**config.mk**
```make
export PLATFORM = sky130hd
export DESIGN_NAME = lsu_top
export DESIGN_NICKNAME = d
export VERILOG_FILES = /design/src/hw/lsu_ctrl_pkg.sv /design/src/hw/lsu_bus_pkg.sv /design/src/hw/lsu_addr_check.sv /design/src/hw/lsu_store_align.sv /design/src/hw/lsu_mem_issue.sv /design/src/hw/lsu_load_extract.sv /design/src/hw/lsu_top.sv
export SDC_FILE = /design/constraint.sdc
export NUM_CORES = 1
export LEC_CHECK = 0
export ABC_AREA = 0
export BUFFER_PORTS_ARGS = -buffer_cell sky130_fd_sc_hd__buf_4
export CAP_MARGIN = 20
export CORE_MARGIN = 4
export CORE_UTILIZATION = 30
export CTS_BUF_LIST = sky130_fd_sc_hd__clkbuf_4 sky130_fd_sc_hd__clkbuf_8
export CTS_CLUSTER_SIZE = 28
export DETAILED_ROUTE_END_ITERATION = 10
export PLACE_DENSITY = 0.56
export SLEW_MARGIN = 20
export SYNTH_ARGS = -nofsm -noshare
export SYNTH_HDL_FRONTEND = slang
export SYNTH_SLANG_ARGS = --single-unit
export TNS_END_PERCENT = 1
```
**constraint.sdc**
```tcl
create_clock -name clk_i -period 1.5 [get_ports clk_i]
set_input_delay 0.075 -clock clk_i [delete_from_list [all_inputs] [get_ports clk_i]]
set_output_delay 0.075 -clock clk_i [all_outputs]
set_load 0.01 [all_outputs]
```
**src/hw/lsu_ctrl_pkg.sv**
```systemverilog
/*
  Request-side widths and LSU operation codes for an RV32 core.
  Bit LSU_CTRL_WIDTH-1 of every code marks a store, loads keep it clear.
  Codes are not one-hot, so decoders compare the whole field.
*/

package lsu_ctrl_pkg;

  ////////////////////
  // Widths
  ////////////////////
  localparam int DATA_WIDTH     = 32;  // Data and address width, fixed by RV32
  localparam int REG_ADDR_WIDTH = 5;   // x0..x31
  localparam int LSU_CTRL_WIDTH = 4;   // MSB set means store

  ////////////////////
  // Load codes
  ////////////////////
  localparam logic [LSU_CTRL_WIDTH-1:0] LSU_LOAD_BYTE        = 4'b0000;  // LB
  localparam logic [LSU_CTRL_WIDTH-1:0] LSU_LOAD_BYTE_U      = 4'b0001;  // LBU
  localparam logic [LSU_CTRL_WIDTH-1:0] LSU_LOAD_HALF_WORD   = 4'b0010;  // LH
  localparam logic [LSU_CTRL_WIDTH-1:0] LSU_LOAD_HALF_WORD_U = 4'b0011;  // LHU
  localparam logic [LSU_CTRL_WIDTH-1:0] LSU_LOAD_WORD        = 4'b0100;  // LW

  ////////////////////
  // Store codes
  ////////////////////
  // Store codes share the low bits with the matching load size
  localparam logic [LSU_CTRL_WIDTH-1:0] LSU_STORE_BYTE       = 4'b1000;  // SB
  localparam logic [LSU_CTRL_WIDTH-1:0] LSU_STORE_HALF_WORD  = 4'b1010;  // SH
  localparam logic [LSU_CTRL_WIDTH-1:0] LSU_STORE_WORD       = 4'b1100;  // SW

endpackage : lsu_ctrl_pkg

```
**src/hw/lsu_bus_pkg.sv**
```systemverilog
/*
  Data RAM bus geometry: a 32-bit word split into four byte lanes.
  Lane 0 is the least significant byte (little endian).
*/

package lsu_bus_pkg;

  ////////////////////
  // Lane geometry
  ////////////////////
  localparam int BYTE_LANES = 4;                        // One enable per lane
  localparam int BYTE_WIDTH = 8;
  localparam int HALF_LANES = BYTE_LANES / 2;           // Two halfwords per word
  localparam int HALF_WIDTH = 2 * BYTE_WIDTH;
  localparam int BUS_WIDTH  = BYTE_LANES * BYTE_WIDTH;  // 32-bit data bus

  ////////////////////
  // Word views
  ////////////////////
  // Same 32 bits, indexed either by byte lane or by halfword
  typedef union packed {
    logic [BYTE_LANES-1:0][BYTE_WIDTH-1:0] bytes;   // bytes[0] = bits 7:0
    logic [HALF_LANES-1:0][HALF_WIDTH-1:0] halves;  // halves[1] = bits 31:16
  } lsu_word_u;

endpackage : lsu_bus_pkg

```
**src/hw/lsu_addr_check.sv**
```systemverilog
/*
  Natural alignment check for each valid request.
  misaligned_store_o is combinational in the request cycle.
  Registered flags pulse once, T+1. Address and load flag held until next request.
*/

module lsu_addr_check (
  input  logic                                    clk_i,
  input  logic                                    rstn_i,
  input  logic                                    ctrl_valid_i,
  input  logic [lsu_ctrl_pkg::LSU_CTRL_WIDTH-1:0] ctrl_i,
  input  logic [lsu_ctrl_pkg::DATA_WIDTH-1:0]     addr_i,
  output logic                                    misaligned_store_o,     // To issuer, same cycle
  output logic                                    misaligned_load_o,      // CSR pulse
  output logic                                    misaligned_store_ro,    // CSR pulse
  output logic                                    misaligned_load_hold_o, // To load extractor
  output logic [lsu_ctrl_pkg::DATA_WIDTH-1:0]     exception_addr_o
);
  import lsu_ctrl_pkg::*;

  logic misaligned_load;  // Combinational load fault

  // Halfwords need bit 0 clear, words need bits 1:0 clear
  always_comb begin
    misaligned_load    = 1'b0;
    misaligned_store_o = 1'b0;
    if (ctrl_valid_i) begin
      case (ctrl_i)
        LSU_LOAD_HALF_WORD,
        LSU_LOAD_HALF_WORD_U: misaligned_load    = addr_i[0];
        LSU_LOAD_WORD:        misaligned_load    = |addr_i[1:0];
        LSU_STORE_HALF_WORD:  misaligned_store_o = addr_i[0];
        LSU_STORE_WORD:       misaligned_store_o = |addr_i[1:0];
        default:              ;  // Byte access is always aligned
      endcase
    end
  end

  always_ff @(posedge clk_i) begin
    if (!rstn_i) begin
      misaligned_load_o      <= 1'b0;
      misaligned_store_ro    <= 1'b0;
      misaligned_load_hold_o <= 1'b0;
    end else begin
      misaligned_load_o   <= misaligned_load;     // One cycle only
      misaligned_store_ro <= misaligned_store_o;
      if (ctrl_valid_i) misaligned_load_hold_o <= misaligned_load;  // Kept for the ack
    end
  end

  // Faulting address for mtval, last valid request wins
  always_ff @(posedge clk_i) begin
    if (ctrl_valid_i) exception_addr_o <= addr_i;
  end

endmodule : lsu_addr_check

```
**src/hw/lsu_store_align.sv**
```systemverilog
/*
  Purely combinational store lane placement.
  Lane is chosen by addr_low_i only, alignment is not checked here.
  Loads and idle cycles give zero data and zero byte enables.
*/

module lsu_store_align (
  input  logic [lsu_ctrl_pkg::LSU_CTRL_WIDTH-1:0] ctrl_i,
  input  logic [1:0]                              addr_low_i,  // Byte offset in word
  input  logic [lsu_ctrl_pkg::DATA_WIDTH-1:0]     wdata_i,     // rs2 value
  output lsu_bus_pkg::lsu_word_u                  wword_o,     // Lane-placed data
  output logic [lsu_bus_pkg::BYTE_LANES-1:0]      we_o         // Byte enables
);
  import lsu_ctrl_pkg::*;
  import lsu_bus_pkg::*;

  logic is_store;  // MSB of the op code

  assign is_store = ctrl_i[LSU_CTRL_WIDTH-1];

  ////////////////////
  // Lane placement
  ////////////////////
  always_comb begin
    wword_o = '0;  // Unused lanes stay zero
    we_o    = '0;
    if (is_store) begin
      case (ctrl_i)
        LSU_STORE_BYTE: begin
          wword_o.bytes[addr_low_i] = wdata_i[BYTE_WIDTH-1:0];  // Low byte of rs2
          we_o[addr_low_i]          = 1'b1;
        end
        LSU_STORE_HALF_WORD: begin
          // Bit 0 of the offset is ignored, the checker flags it
          wword_o.halves[addr_low_i[1]] = wdata_i[HALF_WIDTH-1:0];
          we_o[{addr_low_i[1], 1'b0} +: 2] = 2'b11;
        end
        LSU_STORE_WORD: begin
          wword_o.bytes = wdata_i;  // Full word, no shift
          we_o          = '1;
        end
        default: begin
          // Undefined store code, nothing written
          wword_o = '0;
          we_o    = '0;
        end
      endcase
    end
  end

endmodule : lsu_store_align

```
**src/hw/lsu_mem_issue.sv**
```systemverilog
/*
  Registered RAM bus request, presented one cycle after the core request.
  No back-pressure: the RAM must ack before the next strobe is needed.
  Byte enables are zero for loads, idle cycles and misaligned stores.
*/

module lsu_mem_issue (
  input  logic                                   clk_i,
  input  logic                                   rstn_i,
  input  logic                                   ctrl_valid_i,
  input  logic [lsu_ctrl_pkg::DATA_WIDTH-1:0]    addr_i,
  input  lsu_bus_pkg::lsu_word_u                 wword_i,            // From store aligner
  input  logic [lsu_bus_pkg::BYTE_LANES-1:0]     we_i,               // From store aligner
  input  logic                                   misaligned_store_i, // From address checker
  output logic                                   mem_stb_o,
  output logic [lsu_ctrl_pkg::DATA_WIDTH-1:0]    mem_addr_o,
  output logic [lsu_bus_pkg::BYTE_LANES-1:0]     mem_we_o,
  output logic [lsu_bus_pkg::BUS_WIDTH-1:0]      mem_wdata_o
);
  import lsu_bus_pkg::*;

  logic write_ok;  // Request may touch memory

  assign write_ok = ctrl_valid_i & ~misaligned_store_i;

  ////////////////////
  // Bus control
  ////////////////////
  always_ff @(posedge clk_i) begin
    if (!rstn_i) begin
      mem_stb_o <= 1'b0;
      mem_we_o  <= '0;
    end else begin
      mem_stb_o <= ctrl_valid_i;                    // One strobe per request
      mem_we_o  <= we_i & {BYTE_LANES{write_ok}};  // Faulting store never writes
    end
  end

  // Address and data only matter while mem_stb_o is high
  always_ff @(posedge clk_i) begin
    mem_addr_o  <= addr_i;
    mem_wdata_o <= wword_i;
  end

endmodule : lsu_mem_issue

```
**src/hw/lsu_load_extract.sv**
```systemverilog
/*
  Load return path: capture on ack, lane select, sign or zero extension.
  Request info is staged once per strobe, so at most one ack may be pending
  per strobe cycle. rdata_o and rf_wb_o are valid the cycle after the ack.
*/

module lsu_load_extract (
  input  logic                                    clk_i,
  input  logic                                    rstn_i,
  input  logic                                    ctrl_valid_i,
  input  logic [lsu_ctrl_pkg::LSU_CTRL_WIDTH-1:0] ctrl_i,
  input  logic [1:0]                              addr_low_i,
  input  logic [lsu_ctrl_pkg::REG_ADDR_WIDTH-1:0] regdest_i,
  input  logic                                    misaligned_load_hold_i,
  input  logic                                    mem_ack_i,
  input  logic [lsu_bus_pkg::BUS_WIDTH-1:0]       mem_rdata_i,
  input  logic                                    mem_err_i,
  output logic [lsu_ctrl_pkg::DATA_WIDTH-1:0]     rdata_o,    // To register file
  output logic                                    rf_wb_o,    // Register file write enable
  output logic [lsu_ctrl_pkg::REG_ADDR_WIDTH-1:0] regdest_o,
  output logic                                    bus_error_o
);
  import lsu_ctrl_pkg::*;
  import lsu_bus_pkg::*;

  logic [LSU_CTRL_WIDTH-1:0] ctrl_req_q, ctrl_bus_q, ctrl_ret_q;  // Op per stage
  logic [1:0]                off_req_q, off_bus_q, off_ret_q;     // Byte offset per stage
  logic                      issued_q;     // Copy of the bus strobe
  logic                      mis_bus_q;    // Misaligned load of the request on the bus
  lsu_word_u                 data_q;       // RAM word from the ack cycle
  logic [BYTE_WIDTH-1:0]     sel_byte;
  logic [HALF_WIDTH-1:0]     sel_half;

  ////////////////////
  // Request staging
  ////////////////////
  always_ff @(posedge clk_i) begin
    if (!rstn_i) begin
      issued_q   <= 1'b0;
      mis_bus_q  <= 1'b0;
      ctrl_req_q <= '0;
      ctrl_bus_q <= '0;
      ctrl_ret_q <= '0;
      rf_wb_o    <= 1'b0;
      regdest_o  <= '0;
    end else begin
      issued_q  <= ctrl_valid_i;
      regdest_o <= regdest_i;                  // One cycle delay
      if (ctrl_valid_i) ctrl_req_q <= ctrl_i;  // Request cycle
      if (issued_q) begin                      // Strobe cycle, frees the request stage
        ctrl_bus_q <= ctrl_req_q;
        mis_bus_q  <= misaligned_load_hold_i;
      end
      if (mem_ack_i) ctrl_ret_q <= ctrl_bus_q;
      rf_wb_o <= mem_ack_i & ~mis_bus_q;       // Stores pulse too, with regdest 0
    end
  end

  // Offsets and returned data follow the control stages
  always_ff @(posedge clk_i) begin
    if (ctrl_valid_i) off_req_q <= addr_low_i;
    if (issued_q)     off_bus_q <= off_req_q;
    if (mem_ack_i) begin
      off_ret_q <= off_bus_q;
      data_q    <= mem_rdata_i;
    end
  end

  ////////////////////
  // Lane select and extension
  ////////////////////
  assign sel_byte = data_q.bytes[off_ret_q];
  assign sel_half = data_q.halves[off_ret_q[1]];

  always_comb begin
    case (ctrl_ret_q)
      LSU_LOAD_BYTE:        rdata_o = {{(DATA_WIDTH-BYTE_WIDTH){sel_byte[BYTE_WIDTH-1]}}, sel_byte};
      LSU_LOAD_BYTE_U:      rdata_o = {{(DATA_WIDTH-BYTE_WIDTH){1'b0}}, sel_byte};
      LSU_LOAD_HALF_WORD:   rdata_o = {{(DATA_WIDTH-HALF_WIDTH){sel_half[HALF_WIDTH-1]}}, sel_half};
      LSU_LOAD_HALF_WORD_U: rdata_o = {{(DATA_WIDTH-HALF_WIDTH){1'b0}}, sel_half};
      LSU_LOAD_WORD:        rdata_o = data_q;
      default:              rdata_o = '0;  // Stores return nothing
    endcase
  end

  // Error pulse may come in any cycle
  always_ff @(posedge clk_i) begin
    if (!rstn_i) bus_error_o <= 1'b0;
    else         bus_error_o <= mem_err_i;
  end

endmodule : lsu_load_extract

```
**src/hw/lsu_top.sv**
```systemverilog
/*
  Load-store unit top: address check and store align in parallel,
  registered RAM request, load extraction on the return path.
  Plain stb/ack/err bus, one outstanding request per ack.
*/

module lsu_top (
  input  logic                                    clk_i,
  input  logic                                    rstn_i,
  // Core request side
  input  logic                                    ctrl_valid_i,
  input  logic [lsu_ctrl_pkg::LSU_CTRL_WIDTH-1:0] ctrl_i,
  input  logic [lsu_ctrl_pkg::DATA_WIDTH-1:0]     addr_i,
  input  logic [lsu_ctrl_pkg::DATA_WIDTH-1:0]     wdata_i,
  input  logic [lsu_ctrl_pkg::REG_ADDR_WIDTH-1:0] regdest_i,
  // Register file and CSR side
  output logic [lsu_ctrl_pkg::DATA_WIDTH-1:0]     rdata_o,
  output logic                                    rf_wb_o,
  output logic [lsu_ctrl_pkg::REG_ADDR_WIDTH-1:0] regdest_o,
  output logic                                    misaligned_load_o,
  output logic                                    misaligned_store_o,
  output logic                                    bus_error_o,
  output logic [lsu_ctrl_pkg::DATA_WIDTH-1:0]     exception_addr_o,
  // Data RAM side
  output logic                                    mem_stb_o,
  output logic [lsu_ctrl_pkg::DATA_WIDTH-1:0]     mem_addr_o,
  output logic [lsu_bus_pkg::BYTE_LANES-1:0]      mem_we_o,
  output logic [lsu_bus_pkg::BUS_WIDTH-1:0]       mem_wdata_o,
  input  logic                                    mem_ack_i,
  input  logic [lsu_bus_pkg::BUS_WIDTH-1:0]       mem_rdata_i,
  input  logic                                    mem_err_i
);
  import lsu_bus_pkg::*;

  logic                  mis_store_lvl;  // Same-cycle store fault
  logic                  mis_load_hold;  // Held load fault
  lsu_word_u             lane_word;      // Aligned store data
  logic [BYTE_LANES-1:0] lane_we;        // Unmasked byte enables

  lsu_addr_check u_addr_check (
    .clk_i, .rstn_i, .ctrl_valid_i, .ctrl_i, .addr_i,
    .misaligned_store_o     (mis_store_lvl),
    .misaligned_load_o      (misaligned_load_o),
    .misaligned_store_ro    (misaligned_store_o),
    .misaligned_load_hold_o (mis_load_hold),
    .exception_addr_o       (exception_addr_o)
  );

  lsu_store_align u_store_align (
    .ctrl_i, .wdata_i, .addr_low_i (addr_i[1:0]), .wword_o (lane_word), .we_o (lane_we)
  );

  lsu_mem_issue u_mem_issue (
    .clk_i, .rstn_i, .ctrl_valid_i, .addr_i, .wword_i (lane_word), .we_i (lane_we),
    .misaligned_store_i (mis_store_lvl),
    .mem_stb_o, .mem_addr_o, .mem_we_o, .mem_wdata_o
  );

  lsu_load_extract u_load_extract (
    .clk_i, .rstn_i, .ctrl_valid_i, .ctrl_i, .addr_low_i (addr_i[1:0]), .regdest_i,
    .misaligned_load_hold_i (mis_load_hold),
    .mem_ack_i, .mem_rdata_i, .mem_err_i, .rdata_o, .rf_wb_o, .regdest_o, .bus_error_o
  );

endmodule : lsu_top

```
* Yosys cells after proc, flatten, opt, wreduce, memory -nomap -nowiden
Index checks and enable logic that the tools add are counted.
Operators by class: add/subtract/negate cells 1, order comparisons 6, eq/ne operators 10, shifts and indexed selects 2, muxes and demuxes 18, bitwise operators 8, reduce and logical (&&, ||, !) cells 5
Operator list (number):
- 32-bit case mux with 5 select lines | 1
- 32-bit case mux with 3 select lines | 1
- 32-bit AND | 2
- 16-bit 2-to-1 mux | 3
- 8-bit binary-select mux with 2-bit select | 1
- 16-bit demux with 1-bit select | 1
- 8-bit demux with 2-bit select | 1
- 4-bit by 2-bit equality test with 1-bit output (second input constant) | 4
- 8-bit 2-to-1 mux | 2
- 4-bit equality test (second input constant) | 3
- 4-bit case mux with 3 select lines | 1
- 4-bit AND | 2
- 4-bit by 3-bit equality test with 1-bit output (second input constant) | 2
- 2-bit by 3-bit less-than comparator with 1-bit output (second input constant) | 2
- 4-bit by 1-bit equality test with 1-bit output (second input constant) | 1
- 4-bit zero test | 1
- 1-bit by 2-bit less-than comparator with 1-bit output (second input constant) | 2
- 4-bit 2-to-1 mux | 1
- 2-bit negation with 4-bit output | 1
- 1-bit case mux with 2 select lines | 2
- 2-bit OR reduction | 2
- 2-bit by 4-bit variable shift with 4-bit output (first input constant) | 1
- 2-bit by 4-bit variable part select with 4-bit output (first input constant) | 1
- 1-bit 2-to-1 mux | 3
- 6 further kinds | 9
Storage, ports and cells: register bits 162, word-level logic and storage cells 69

* Logic depth before layout (Yosys ltp)
Gate-level depths: netlist (run 1).
word-level depth 7, mapped depth 5, mapped depth without buffers 3

* By module
Synthesis (run 1) repeated with hierarchy kept, for this count alone.
Second synthesis, totals: cell total of the unflattened synthesis 386, area, all modules 5561.6 um^2
By module, submodules not included:
- lsu_load_extract | times used 1, cells each 204, area each 2528.7 um^2, sequential area each 1561.5 um^2
- lsu_mem_issue | times used 1, cells each 74, area each 1427.6 um^2, sequential area each 1381.3 um^2
- lsu_addr_check | times used 1, cells each 45, area each 1101.1 um^2, sequential area each 1021.0 um^2
- lsu_store_align | times used 1, cells each 63, area each 504.2 um^2, sequential area each 0.0 um^2

* Least setup slack after synthesis (run 1)
OpenSTA, ideal clock, no wires.
path kind flip-flop to output port, start register u_load_extract.off_ret_q[1], end output port rdata_o[16] (netlist bit), arrival time 1354 ps, data required time 1425 ps, path slack 71 ps, cell stages (with the launch flop) 6, path through edfxtp_1 buf_6 mux2_2 mux2i_4 buf_2 o21ai_0
On the way: word-level cells in the longest chain between the ends 3
Ends and longest elaborated chain:
- start: declaration | RTL line lsu_load_extract.sv:27 | logic [1:0] off_req_q, off_bus_q, off_ret_q;
- start signal: assignment | RTL line lsu_load_extract.sv:64 | off_ret_q <= off_bus_q;
- 8-bit binary-select mux with 2-bit select or 16-bit 2-to-1 mux (tied branches) | RTL line lsu_load_extract.sv:72, lsu_load_extract.sv:73
- 8-bit 2-to-1 mux (not written as such) or 16-bit 2-to-1 mux (tied branches) | RTL line lsu_load_extract.sv:72, lsu_load_extract.sv:73
- 32-bit case mux with 5 select lines (*) | RTL line lsu_load_extract.sv:76 | case (ctrl_ret_q)
- end: declaration | RTL line lsu_top.sv:17 | output logic [lsu_ctrl_pkg::DATA_WIDTH-1:0] rdata_o,
Mark *: on every way between the ends. The rest lies on a longest branch, timed or not. The select of a mux whose other input is x is not followed.

* Worst setup path after layout (run 1)
start register u_load_extract.off_ret_q[1], end output port rdata_o[17] (netlist bit)
The elaborated chain is that of the path after synthesis.

==> results.txt, run 1 <==
Pin placement for this block handled 252 I/O pins. The number of antenna violations at the first check in global routing is 0. For this run, the total global-route usage over all layers was measured as 0.173.

The number of sinks driven by the clock tree is 160. Summed over all layers, the routed wires come to 18,400 um. The gate count of the mapped netlist came out at 417. The launching element type of the critical path is a register. The maximum VDD drop came out at 716 uV.

The clock period minus worst slack is 1.97 ns. The remaining max-slew budget at the tightest pin is 0.539. The sequential-to-total area share from yosys stat came out at 0.695. The root cell of the clock tree is sky130_fd_sc_hd__clkbuf_8. The biggest cell delay along the critical path came out at 0.44 ns. The critical path data required time is 1.42 ns. Before antenna repair, the detailed router went through 4 iterations.

The fmax came out at 508 MHz. The combinational group share of total power came out at 0.168. The number of filler instances in the final layout came out at 1,531. The number of placed instances with taps included came out at 888.

Broken down by cell family, the worst path's largest delay share belongs to multiplexers. STA classifies the critical path endpoint as an output port. The share of async-settable or async-resettable flops after synthesis is 0. The starting density of the core came out at 0.308.

After detailed routing, the average wire length per cell comes to 17.3 um. The slew at the pin with the worst max-slew slack is 0.690 ns. Summing all flip-flop and latch instances after layout gives 3890 um^2. The flow ran to the end, but the final reports show violations. The post-route clock period utilization is 1.31. In this run the worst path has a maximum fanout of 16.

The share of total power dissipated in the clock network is 0.331. Of the total power, the share spent switching nets is 0.266. The post-CTS setup buffer count is 0. The half-perimeter wire length after detailed placement came out at 12,400 um. The weighted congestion reported at the end of routability-driven placement is 0.913. For this block, the via count after detailed routing is 4,947.

The min-delay analysis places its worst path in the category input port to register. The critical path goes through mux2_2 > mux2i_4 > buf_12 > o21ai_0 > buf_4. The count of nets after finishing is 930.

The portion of total power attributed to sequential cells is 0.501. The growth of design area from synthesis to finish came out at 73.1%. In this run the number of H-tree levels came out at 4. During placement, the flow inserted port buffers numbering 251. The final sum of negative setup slack is -13.84 ns. Setup repair after global routing could not meet its margin everywhere. The number of distinct library cell variants in the gate-level netlist after synthesis came out at 45. The height of the die is 144 um.

The internal power summed over all cells is 0.00720 W. The clock-pin transition on the worst setup and hold timing paths came out at 0.10 ns. The number of antenna-violating nets in the routed design is 0.

The maximum clock path buffer count came out at 2. The summed instance area of the synthesized netlist came out at 5590 um^2. The average footprint of a synthesized cell is 13.4 um^2. The leakage power figure is 4.17 nW. The max-slew violation total from the final report came out at 0. The worst setup margin is -0.470 ns. The ratio of cells with drive above 1 in the final layout is 0.391.

Clock tree synthesis inserted a total of 17 buffers. For this run, design rule violations remaining after detail routing come to 0. The area of the multi-input gates is 1550 um^2.

The final reports fail on setup timing. The cell with the largest stage delay on the worst path is sky130_fd_sc_hd__edfxtp_1. For the final database, setup skew stands at 0.00981 ns.

The count of max-cap constraint violations is 0. The number of vias per cell came out at 4.66. Entering global routing, the biggest net connects 40 pins. The switching power total is 0.00261 W. Synthesis inferred 160 register bits.

The buffer and inverter count on the worst path came out at 2. The number of nets in the synthesized netlist came out at 527. For this design the ratio of total power to cell area is 1010 nW/um^2. The clock tree from TritonCTS is yes.

For this run, the number of standard cells in the final layout without fillers is 1,062. The placement row count is 49. The clock network latency to the later pin of the worst-skew pair came out at 0.44 ns. In this run the standard cell core region covers 18,100 um^2.

The prevailing post-synth register cell is sky130_fd_sc_hd__dfxtp_1. The first-pass GRT wire length came out at 27,700 um. The antenna cell count is 0. During synthesis, Yosys emitted a total of 0 warnings. The via count of the first global-routing pass was 5,211. The signal arrival time at the worst endpoint came out at 1.89 ns. The reg2reg setup slack is 0.50 ns.

The global route total overflow came out at 0. The width of the chip came out at 144 um. The setup-violating endpoint count in the final report is 32.

The critical path is of the register to output port type. The number of hold-slack violations in the final timing report came to 0. The die footprint is 20,900 um^2. The detailed router finished its first iteration with 193 violations. The number of enable-type register cells in the synthesized netlist came out at 68.
[layer usage]
metal / vias up / GRT usage / wire length, um
li1: 2317 / - / -
met1: 2338 / 0.192 / 6850
met2: 244 / 0.295 / 9290
met3: 48 / 0.0671 / 1650
met4: 0 / 0.0722 / 575
met5: - / 0 / 0
[worst register-to-register path: stages (launching register included)]
cell and delay (ns):
sky130_fd_sc_hd__dfxtp_1 0.60, sky130_fd_sc_hd__mux2i_1 0.24, sky130_fd_sc_hd__nor2b_1 0.06
[layout make-up]
class / count / share of cell area
multi-input cells: 219 / 0.160
flip-flops and latches: 160 / 0.402
clock buffers: 18 / 0.0256
clock inverters: 14 / 0.0177
inverters: 9 / 0.00349
well taps: 229 / 0.0296
repair buffers: 413 / 0.362
[power by group through the flow]
stage	clock network, W	logic, W	registers (W)
floorplan	0	0.000410	0.00505
global placement	0	0.00135	0.00500
detailed placement	0	0.00136	0.00501
CTS	0.00336	0.00164	0.00491
global route	0.00356	0.00177	0.00493
finish	0.00325	0.00165	0.00491
[state kept, by name, indices dropped and copies added, names as in the netlist, 2 cells and up]
register / cells
u_mem_issue.mem_we_o: 4
u_load_extract.off_bus_q: 2
u_load_extract.ctrl_ret_q: 4
u_mem_issue.mem_wdata_o: 32
u_load_extract.off_ret_q: 2
u_load_extract.data_q: 32
u_addr_check.exception_addr_o: 32
u_load_extract.ctrl_req_q: 4
u_load_extract.regdest_o: 5
u_mem_issue.mem_addr_o: 32
u_load_extract.ctrl_bus_q: 4
[cell usage in the layout, fill, tap and decap left out, types with 8 or more instances in the layout]
cell type and n:
sky130_fd_sc_hd__dfxtp_1 90, sky130_fd_sc_hd__nand2_1 42, sky130_fd_sc_hd__mux2_2 9, sky130_fd_sc_hd__inv_1 9
sky130_fd_sc_hd__a32oi_1 9, sky130_fd_sc_hd__buf_4 267, sky130_fd_sc_hd__dlygate4sd3_1 142, sky130_fd_sc_hd__nand3_1 9
sky130_fd_sc_hd__clkbuf_8 18, sky130_fd_sc_hd__nor3b_1 8, sky130_fd_sc_hd__a22o_1 16, sky130_fd_sc_hd__edfxtp_1 68
sky130_fd_sc_hd__nor2b_1 16, sky130_fd_sc_hd__mux2i_1 21, sky130_fd_sc_hd__o21ai_0 26
[cells by family after synthesis]
group	after synthesis	share of synthesized area
xor gates and xnor gates	1	0.00157
AOI/OAI and AO/OA	75	0.0972
DFF	160	0.695
and+or+nand+nor	111	0.114
muxes	32	0.0618
buffers and inverters	38	0.0305
[timing repair]
| item | in CTS | in global routing |
|---|---|---|
| hold endpoints to repair | 153 | 5 |
| gates resized for setup | 2 | 4 |
| hold buffers | 141 | 1 |
| endpoints found under the setup margin | 32 | 32 |
[cell usage after synthesis (9+ instances only)]
cell type                  number  area share
sky130_fd_sc_hd__a22o_1        16       0.025
sky130_fd_sc_hd__edfxtp_1      68        0.37
sky130_fd_sc_hd__nor2b_1       16       0.018
sky130_fd_sc_hd__o21ai_0       27       0.024
sky130_fd_sc_hd__nand2_1       42       0.028
sky130_fd_sc_hd__buf_2         12       0.011
sky130_fd_sc_hd__a32oi_1        9       0.014
sky130_fd_sc_hd__mux2i_1       21       0.038
sky130_fd_sc_hd__nand3_1        9      0.0081
sky130_fd_sc_hd__clkbuf_1      13      0.0087
sky130_fd_sc_hd__inv_1          9      0.0060
sky130_fd_sc_hd__dfxtp_1       92        0.33
sky130_fd_sc_hd__mux2_2        10       0.020
[path summary, 6_finish.rpt]
check | start | endpoint | depth (start not counted)
hold / removal | addr_i[0] | u_mem_issue.mem_we_o[0] | 3
hold reg to reg | u_load_extract.off_bus_q[0] | u_load_extract.off_ret_q[0] | 0
setup / recovery | u_load_extract.off_ret_q[1] | rdata_o[17] | 5
setup reg to reg | u_mem_issue.mem_stb_o | u_load_extract.ctrl_bus_q[3] | 2
[per-stage QoR]
step	instance area, um^2	utilization	hold WS, ns	setup WS, ns	power, W
finish	9670	0.533	0.0345	-0.470	0.00981
floorplan	5590	-	0.103	0.0712	0.00546
detailed placement	7820	0.431	0.188	0.0206	0.00637
global route	9670	0.533	0.0145	-0.595	0.0103
CTS	9650	0.532	0.000171	-0.484	0.00991
global placement	7820	0.431	0.187	0.0172	0.00635
No activity file was read; power rests on OpenSTA's default activity.
==> run 2: changes to the inputs <==
--- a/config.mk
+++ b/config.mk
@@ -9,11 +9,11 @@
 export BUFFER_PORTS_ARGS = -buffer_cell sky130_fd_sc_hd__buf_4
 export CAP_MARGIN = 20
 export CORE_MARGIN = 4
-export CORE_UTILIZATION = 30
+export CORE_UTILIZATION = 48
 export CTS_BUF_LIST = sky130_fd_sc_hd__clkbuf_4 sky130_fd_sc_hd__clkbuf_8
 export CTS_CLUSTER_SIZE = 28
 export DETAILED_ROUTE_END_ITERATION = 10
-export PLACE_DENSITY = 0.56
+export PLACE_DENSITY = 0.82
 export SLEW_MARGIN = 20
 export SYNTH_ARGS = -nofsm -noshare
 export SYNTH_HDL_FRONTEND = slang
==> results.txt, run 2 (synthesis gave the netlist of run 1 again) <==
The most frequent standard cell in the layout excluding fill and tap cells is sky130_fd_sc_hd__buf_4. The kind of path behind the tightest hold check is input port to register. The via count of the routed design is 5,082 (+2.7%).

The final-layout worst hold slack came out at 0.0386 ns (+0.00418 ns). The number of H-tree branching levels is 4 (unchanged). The number of sinks driven by the clock tree is 160 (unchanged). The number of primary I/O pins is 252 (unchanged). The max-slew violation total from the final report came to 0 (unchanged). The clock-pin transition on the worst setup and hold timing paths came out at 0.10 ns (about the same).

The wire length per cell came out at 21.3 um (+23%). The leakage power figure is 4.03 nW (-3.5%). The overall power of the completed layout came out at 0.00992 W (+1.1%).

The maximum clock path buffer count is 2 (unchanged). The clock period minus worst slack came to 2.00 ns (+0.0257 ns). The maximum VDD drop came to 925 uV (+29%). The width of the chip was 116 um (-20%). The number of hold-slack violations in the final timing report came out at 0 (unchanged). The internal power summed over all cells is 0.00727 W (+1.0%).

The count of nets after finishing is 900 (-3.2%). The power per cell area came out at 1070 nW/um^2 (+5.1%). The final setup skew is 0.0137 ns (+0.00390 ns). The number of remaining DRC errors was 0 (unchanged). In this run the worst setup path terminates at rdata_o[10]. The number of CTS-inserted buffers is 17 (unchanged).

The clock tree from TritonCTS is yes. The clock network latency to the later pin of the worst-skew pair came to 0.46 ns (+0.02 ns). The endpoint type of the worst setup path is an output port. In this run the critical register-to-register path is launched from u_mem_issue.mem_stb_o. The largest driver fanout on the critical path is 8 (-8). The portion of total power attributed to the clock network came to 0.336 (+0.005).

The signal arrival time at the worst endpoint came out at 1.92 ns (+0.03 ns). The global route total overflow came out at 0 (unchanged). The most critical setup path has its startpoint at u_load_extract.off_ret_q[1]. The number of antenna-violating nets in the routed design came to 0 (unchanged). In the layout the commonest cells are sky130_fd_sc_hd__buf_4, sky130_fd_sc_hd__dlygate4sd3_1, sky130_fd_sc_hd__dfxtp_1.

The weighted congestion reported at the end of routability-driven placement was 0.936 (+2.6%). The switching power total is 0.00265 W (+1.5%). The reg2reg setup slack came out at 0.39 ns (-0.11 ns). The post-route clock period utilization is 1.33 (+0.0172). The fmax came out at 501 MHz (-1.3%). The portion of total power attributed to sequential cells is 0.497 (-0.004). The first-pass GRT wire length was 29,800 um (+7.6%). The half-perimeter wire length after detailed placement came out at 11,900 um (-4.3%). The remaining max-slew budget at the tightest pin is 0.490 (-0.0492).

The placement row count is 39 (-20%). The number of placed instances with taps included came out at 800 (-9.9%). The final wirelength came to 20,100 um (+9.6%). The worst setup margin came out at -0.495 ns (-0.0257 ns). STA classifies the critical path startpoint as a register. The via count of the first global-routing pass came out at 5,419 (+4.0%).

The slew at the pin with the worst max-slew slack is 0.764 ns (+0.0737 ns). In this run the clock root is driven by a sky130_fd_sc_hd__clkbuf_8. The count of max-cap constraint violations came to 0 (unchanged).

The height of the die came out at 116 um (-20%). Setup repair after global routing could not meet its margin everywhere. The ratio of cells with drive above 1 in the final layout came out at 0.407 (+0.0159).

The number of vias per cell came to 5.37 (+15%). The setup-violating endpoint count in the final report is 32 (unchanged). The maximum number of pins on one net before global-route repair came to 40 (unchanged). The depth of the worst hold-timing path is 3 (unchanged). The cell depth of the worst flop-to-flop path is 2 (unchanged). The number of buffers inserted by port buffering is 251 (unchanged). The number of antenna violations at the first check in global routing is 0 (unchanged). The switching part of the total was 0.267 (+0.000906). The combinational group share of total power is 0.168 (about the same). The worst register-to-register path ends at u_load_extract.mis_bus_q. The standard cell core area came out at 11,400 um^2 (-37%). The growth of design area from synthesis to finish is 66.5%. The antenna cell count came to 0 (unchanged).

The worst setup path is of the register to output port kind. The run finished, with violations left. The critical path data required time came to 1.42 ns (about the same). The die footprint was 13,400 um^2 (-36%). The total global routing track utilization came out at 0.298 (+0.125). The starting density of the core came out at 0.489 (+0.181). The detailed router's first-iteration violation count came out at 538 (+180%).

The final reports fail on setup timing. The first-pass iteration count of the detailed router was 6 (+2). The final non-filler cell total came out at 946 (-11%).
## run 2: power groups by stage
stage	registers [W]	logic [W]	clock network [W]
after global placement	0.00500	0.00130	0
final	0.00493	0.00166	0.00333
after detailed placement	0.00501	0.00133	0
after global routing	0.00495	0.00176	0.00354
after CTS	0.00491	0.00160	0.00330
after floorplan	0.00505	0.000410	0
## run 2: timing repair
action | in CTS | in global routing
pin swaps | 1 | 2
endpoints found under the hold margin | 153 | 10
setup buffers | 1 | 1
gates resized for setup | 9 | 24
hold buffers | 111 | 1
setup endpoints to repair | 32 | 40
## run 2: layer usage
metal | track usage | share of wire | routed length [um] | vias to the layer above
met5 | 0 | 0 | 0 | -
met1 | 0.312 | 0.35 | 7040 | 2381
li1 | - | - | - | 2259
met2 | 0.529 | 0.51 | 10200 | 357
met3 | 0.104 | 0.096 | 1940 | 85
met4 | 0.149 | 0.045 | 905 | 0
## run 2: critical path, cell delays in order, from the launching register on
cell and delay [ns]:
sky130_fd_sc_hd__edfxtp_1 0.48, sky130_fd_sc_hd__mux2_4 0.37, sky130_fd_sc_hd__a22oi_2 0.18, sky130_fd_sc_hd__buf_6 0.16, sky130_fd_sc_hd__o211ai_1 0.11, sky130_fd_sc_hd__buf_4 0.17
## run 2: final cells by class
type | instances | area (um^2)
Timing Repair Buffer | 383 | 3200
Clock buffer | 17 | 234
Sequential cell | 160 | 3890
Tap cell | 143 | 179
Multi-Input combinational cell | 219 | 1590
Fill cell | 608 | 2110
Clock inverter | 15 | 174
Inverter | 9 | 33.8
## run 2: stage by stage
| step | area (um^2) | setup TNS [ns] | utilization | setup slack (ns) |
|---|---|---|---|---|
| 5_1_grt | 9300 | -16.94 | 0.815 | -0.582 |
| 3_3_place_gp | 7680 | 0 | 0.673 | 0.0194 |
| 2_1_floorplan | 5590 | 0 | - | 0.0712 |
| 3_5_place_dp | 7680 | -0.624 | 0.673 | -0.0830 |
| 6_report | 9300 | -13.89 | 0.815 | -0.495 |
| 4_1_cts | 9250 | -14.20 | 0.810 | -0.479 |
## run 2: how the worst min path moves through the flow
| stage | startpoint | end | slack [ns] |
|---|---|---|---|
| after detailed placement | addr_i[4] | u_mem_issue.mem_addr_o[4] | 0.19 |
| after global placement | addr_i[24] | u_mem_issue.mem_addr_o[24] | 0.19 |
| after global routing | ctrl_i[0] | u_addr_check.misaligned_load_o | 0.05 |
| final | ctrl_i[0] | u_addr_check.misaligned_load_o | 0.04 |
| after floorplan | addr_i[0] | u_mem_issue.mem_addr_o[0] | 0.10 |
| after CTS | ctrl_valid_i | u_addr_check.exception_addr_o[21] | 0.004 |
==> run 3: changes to the inputs <==
--- a/config.mk
+++ b/config.mk
@@ -8,11 +8,12 @@
 export ABC_AREA = 0
 export BUFFER_PORTS_ARGS = -buffer_cell sky130_fd_sc_hd__buf_4
 export CAP_MARGIN = 20
-export CORE_MARGIN = 4
+export CORE_MARGIN = 3
 export CORE_UTILIZATION = 48
 export CTS_BUF_LIST = sky130_fd_sc_hd__clkbuf_4 sky130_fd_sc_hd__clkbuf_8
 export CTS_CLUSTER_SIZE = 28
 export DETAILED_ROUTE_END_ITERATION = 10
+export GPL_TIMING_DRIVEN = 1
 export PLACE_DENSITY = 0.82
 export SLEW_MARGIN = 20
 export SYNTH_ARGS = -nofsm -noshare
==> results.txt, run 3 (synthesis gave the netlist of run 1 again) <==
The clock tree from TritonCTS is yes. The maximum VDD drop came out at 864 uV (-6.6%). The detailed router's first-iteration violation count came out at 450 (-16%). The number of buffers inserted by port buffering came to 251 (unchanged). The number of CTS-inserted buffers came to 17 (unchanged). The antenna cell count was 0 (unchanged). The combinational group share of total power is 0.171 (+0.003).

The final non-filler cell total was 950 (+0.42%). The power per cell area is 1060 nW/um^2 (-0.70%). The via count of the first global-routing pass is 5,641 (+4.1%). The worst setup margin is -0.487 ns (+0.00845 ns).

The remaining max-slew budget at the tightest pin is 0.648 (+0.158). The number of primary I/O pins came out at 252 (unchanged). The critical path is of the register to output port type. The cell family contributing the most delay on the critical path is flip-flops. The height of the die is 114 um (-1.7%). The critical path goes through mux2_4 > a22oi_2 > buf_6 > o211ai_1 > buf_4. The fmax is 503 MHz (+0.43%).

The starting density of the core came to 0.502 (+0.0129). The final wirelength is 21,900 um (+8.6%). The leakage power figure came out at 4.08 nW (+1.3%). The critical path data required time is 1.42 ns (about the same). The clock-pin transition on the worst setup and hold timing paths is 0.09 ns (about the same). The clock period minus worst slack came out at 1.99 ns (-0.00845 ns). The reg2reg setup slack came out at 0.31 ns (-0.08 ns). The worst setup path is launched from a register. The final setup skew is 0.00639 ns (-0.00732 ns). STA classifies the critical path endpoint as an output port.

The root cell of the clock tree is sky130_fd_sc_hd__clkbuf_8. The number of sinks driven by the clock tree came to 160 (unchanged). The signal arrival time at the worst endpoint came to 1.91 ns (about the same).

The count of max-cap constraint violations is 0 (unchanged). The first-pass iteration count of the detailed router came out at 7 (+1). The number of antenna violations at the first check in global routing is 0 (unchanged). The path class of the tightest hold or removal check is input port to register. The growth of design area from synthesis to finish came out at 68.3%. The total global routing track utilization came out at 0.338 (+0.0402). The first-pass GRT wire length is 32,700 um (+9.7%). The placement row count is 38 (-2.6%).

The portion of total power attributed to the clock network came out at 0.333 (-0.003). The top cell types in the final layout, fill and taps aside, are sky130_fd_sc_hd__buf_4, sky130_fd_sc_hd__dlygate4sd3_1, sky130_fd_sc_hd__dfxtp_1. The final-layout worst hold slack is 0.0397 ns (+0.00111 ns).

The post-route clock period utilization came out at 1.32 (-0.00563). The via count of the routed design was 5,203 (+2.4%). The number of hold-slack violations in the final timing report was 0 (unchanged). The internal power summed over all cells is 0.00740 W (+1.7%).

Setup repair after global routing could not meet its margin everywhere. The clock network latency to the later pin of the worst-skew pair is 0.44 ns (-0.02 ns). The buffer and inverter count on the worst path is 2 (unchanged). The max-slew violation total from the final report came out at 0 (unchanged). The critical path starts at u_load_extract.off_ret_q[1]. The weighted congestion reported at the end of routability-driven placement came to 0.960 (+2.5%). The cell with the largest stage delay on the worst path is sky130_fd_sc_hd__edfxtp_1. The biggest cell delay along the critical path came out at 0.49 ns (about the same).

The number of filler instances in the final layout came out at 503 (-17%). The switching part of the total is 0.257 (-0.00997). The number of vias per cell came out at 5.48 (+1.9%). The portion of total power attributed to sequential cells is 0.496 (about the same). The number of antenna-violating nets in the routed design came out at 0 (unchanged). The maximum number of pins on one net before global-route repair is 40 (unchanged).

The number of placed instances with taps included is 801 (+0.13%). The switching power total is 0.00256 W (-3.4%). The largest driver fanout on the critical path is 7 (-1). The most frequent standard cell in the layout excluding fill and tap cells is sky130_fd_sc_hd__buf_4.

The global route total overflow is 0 (unchanged). The cell depth of the worst flop-to-flop path is 3 (+1). The count of nets after finishing was 907 (+0.78%). The run finished, with violations left. The half-perimeter wire length after detailed placement came to 12,100 um (+1.5%). The checks that failed: setup timing.

The slew at the pin with the worst max-slew slack came out at 0.528 ns (-0.236 ns). The ratio of cells with drive above 1 in the final layout is 0.411 (+0.00389). The number of remaining DRC errors came out at 0 (unchanged). In this run the worst setup path terminates at rdata_o[11]. The wire length per cell came out at 23.0 um (+8.1%). The width of the chip is 114 um (-1.7%).

In this run the critical register-to-register path is captured at u_addr_check.misaligned_load_hold_o. The setup-violating endpoint count in the final report is 34 (+6.3%). The path length in cells of the critical path is 5 (unchanged). The standard cell core area came out at 11,100 um^2 (-2.6%). The number of H-tree branching levels is 4 (unchanged). The worst register-to-register path begins at u_addr_check.misaligned_load_hold_o.

The die footprint was 13,000 um^2 (-3.4%). The maximum clock path buffer count came out at 2 (unchanged).
run 3: worst register-to-register path, delay by kind of cell, from the launching register on:
| family | cells | cell delay, ns |
|---|---|---|
| buffers and inverters | 1 | 0.56 |
| DFF | 1 | 0.32 |
| and+or+nand+nor | 1 | 0.11 |
| AOI/OAI and AO/OA | 1 | 0.09 |
run 3: per-stage QoR:
step | utilization | area (um^2) | TNS, ns | power, W | worst slack (ns)
2_1_floorplan | - | 5590 | 0 | 0.00546 | 0.0712
5_1_grt | 0.845 | 9400 | -17.38 | 0.0103 | -0.592
3_5_place_dp | 0.697 | 7760 | -0.276 | 0.00635 | -0.0468
3_3_place_gp | 0.697 | 7760 | 0 | 0.00632 | 0.0365
4_1_cts | 0.841 | 9360 | -14.14 | 0.00979 | -0.493
6_report | 0.845 | 9400 | -14.40 | 0.00995 | -0.487
run 3: cell type report:
class / count / area (um^2) / area share
Inverter: 9 / 33.8 / 0.00359
Clock inverter: 10 / 128 / 0.0136
Sequential cell: 160 / 3880 / 0.413
Multi-Input combinational cell: 219 / 1590 / 0.169
Timing Repair Buffer: 390 / 3310 / 0.352
Clock buffer: 22 / 284 / 0.0302
Tap cell: 140 / 175 / 0.0186
run 3: power groups by stage:
stage	combinational (W)	clock [W]	sequential [W]
after global placement	0.00132	0	0.00500
after CTS	0.00162	0.00326	0.00491
final	0.00171	0.00331	0.00493
after floorplan	0.000410	0	0.00505
after global routing	0.00179	0.00351	0.00495
after detailed placement	0.00135	0	0.00500
run 3: repair_timing:
action | in CTS | in global routing
hold buffers | 115 | 0
resized for setup | 8 | 7
endpoints found under the hold margin | 153 | 0
pin swaps | 1 | 1
endpoints found under the setup margin | 32 | 34
buffers inserted | 1 | 1
run 3: routing by layer:
metal  track usage  share of wire
met5             0              0
met4         0.184          0.054
met3         0.112          0.086
met2         0.598           0.51
met1         0.355           0.35
run 3: worst min-delay path by stage:
stage                       startpoint                           endpoint  slack [ns]  cells past startpoint
after floorplan              addr_i[0]          u_mem_issue.mem_addr_o[0]        0.10                      0
after global placement      addr_i[28]         u_mem_issue.mem_addr_o[28]        0.19                      1
final                     ctrl_valid_i  u_addr_check.exception_addr_o[30]        0.04                      1
after detailed placement    addr_i[29]         u_mem_issue.mem_addr_o[29]        0.19                      1
after CTS                    ctrl_i[1]       u_load_extract.ctrl_req_q[1]       0.003                      3
after global routing      ctrl_valid_i  u_addr_check.exception_addr_o[17]        0.01                      1
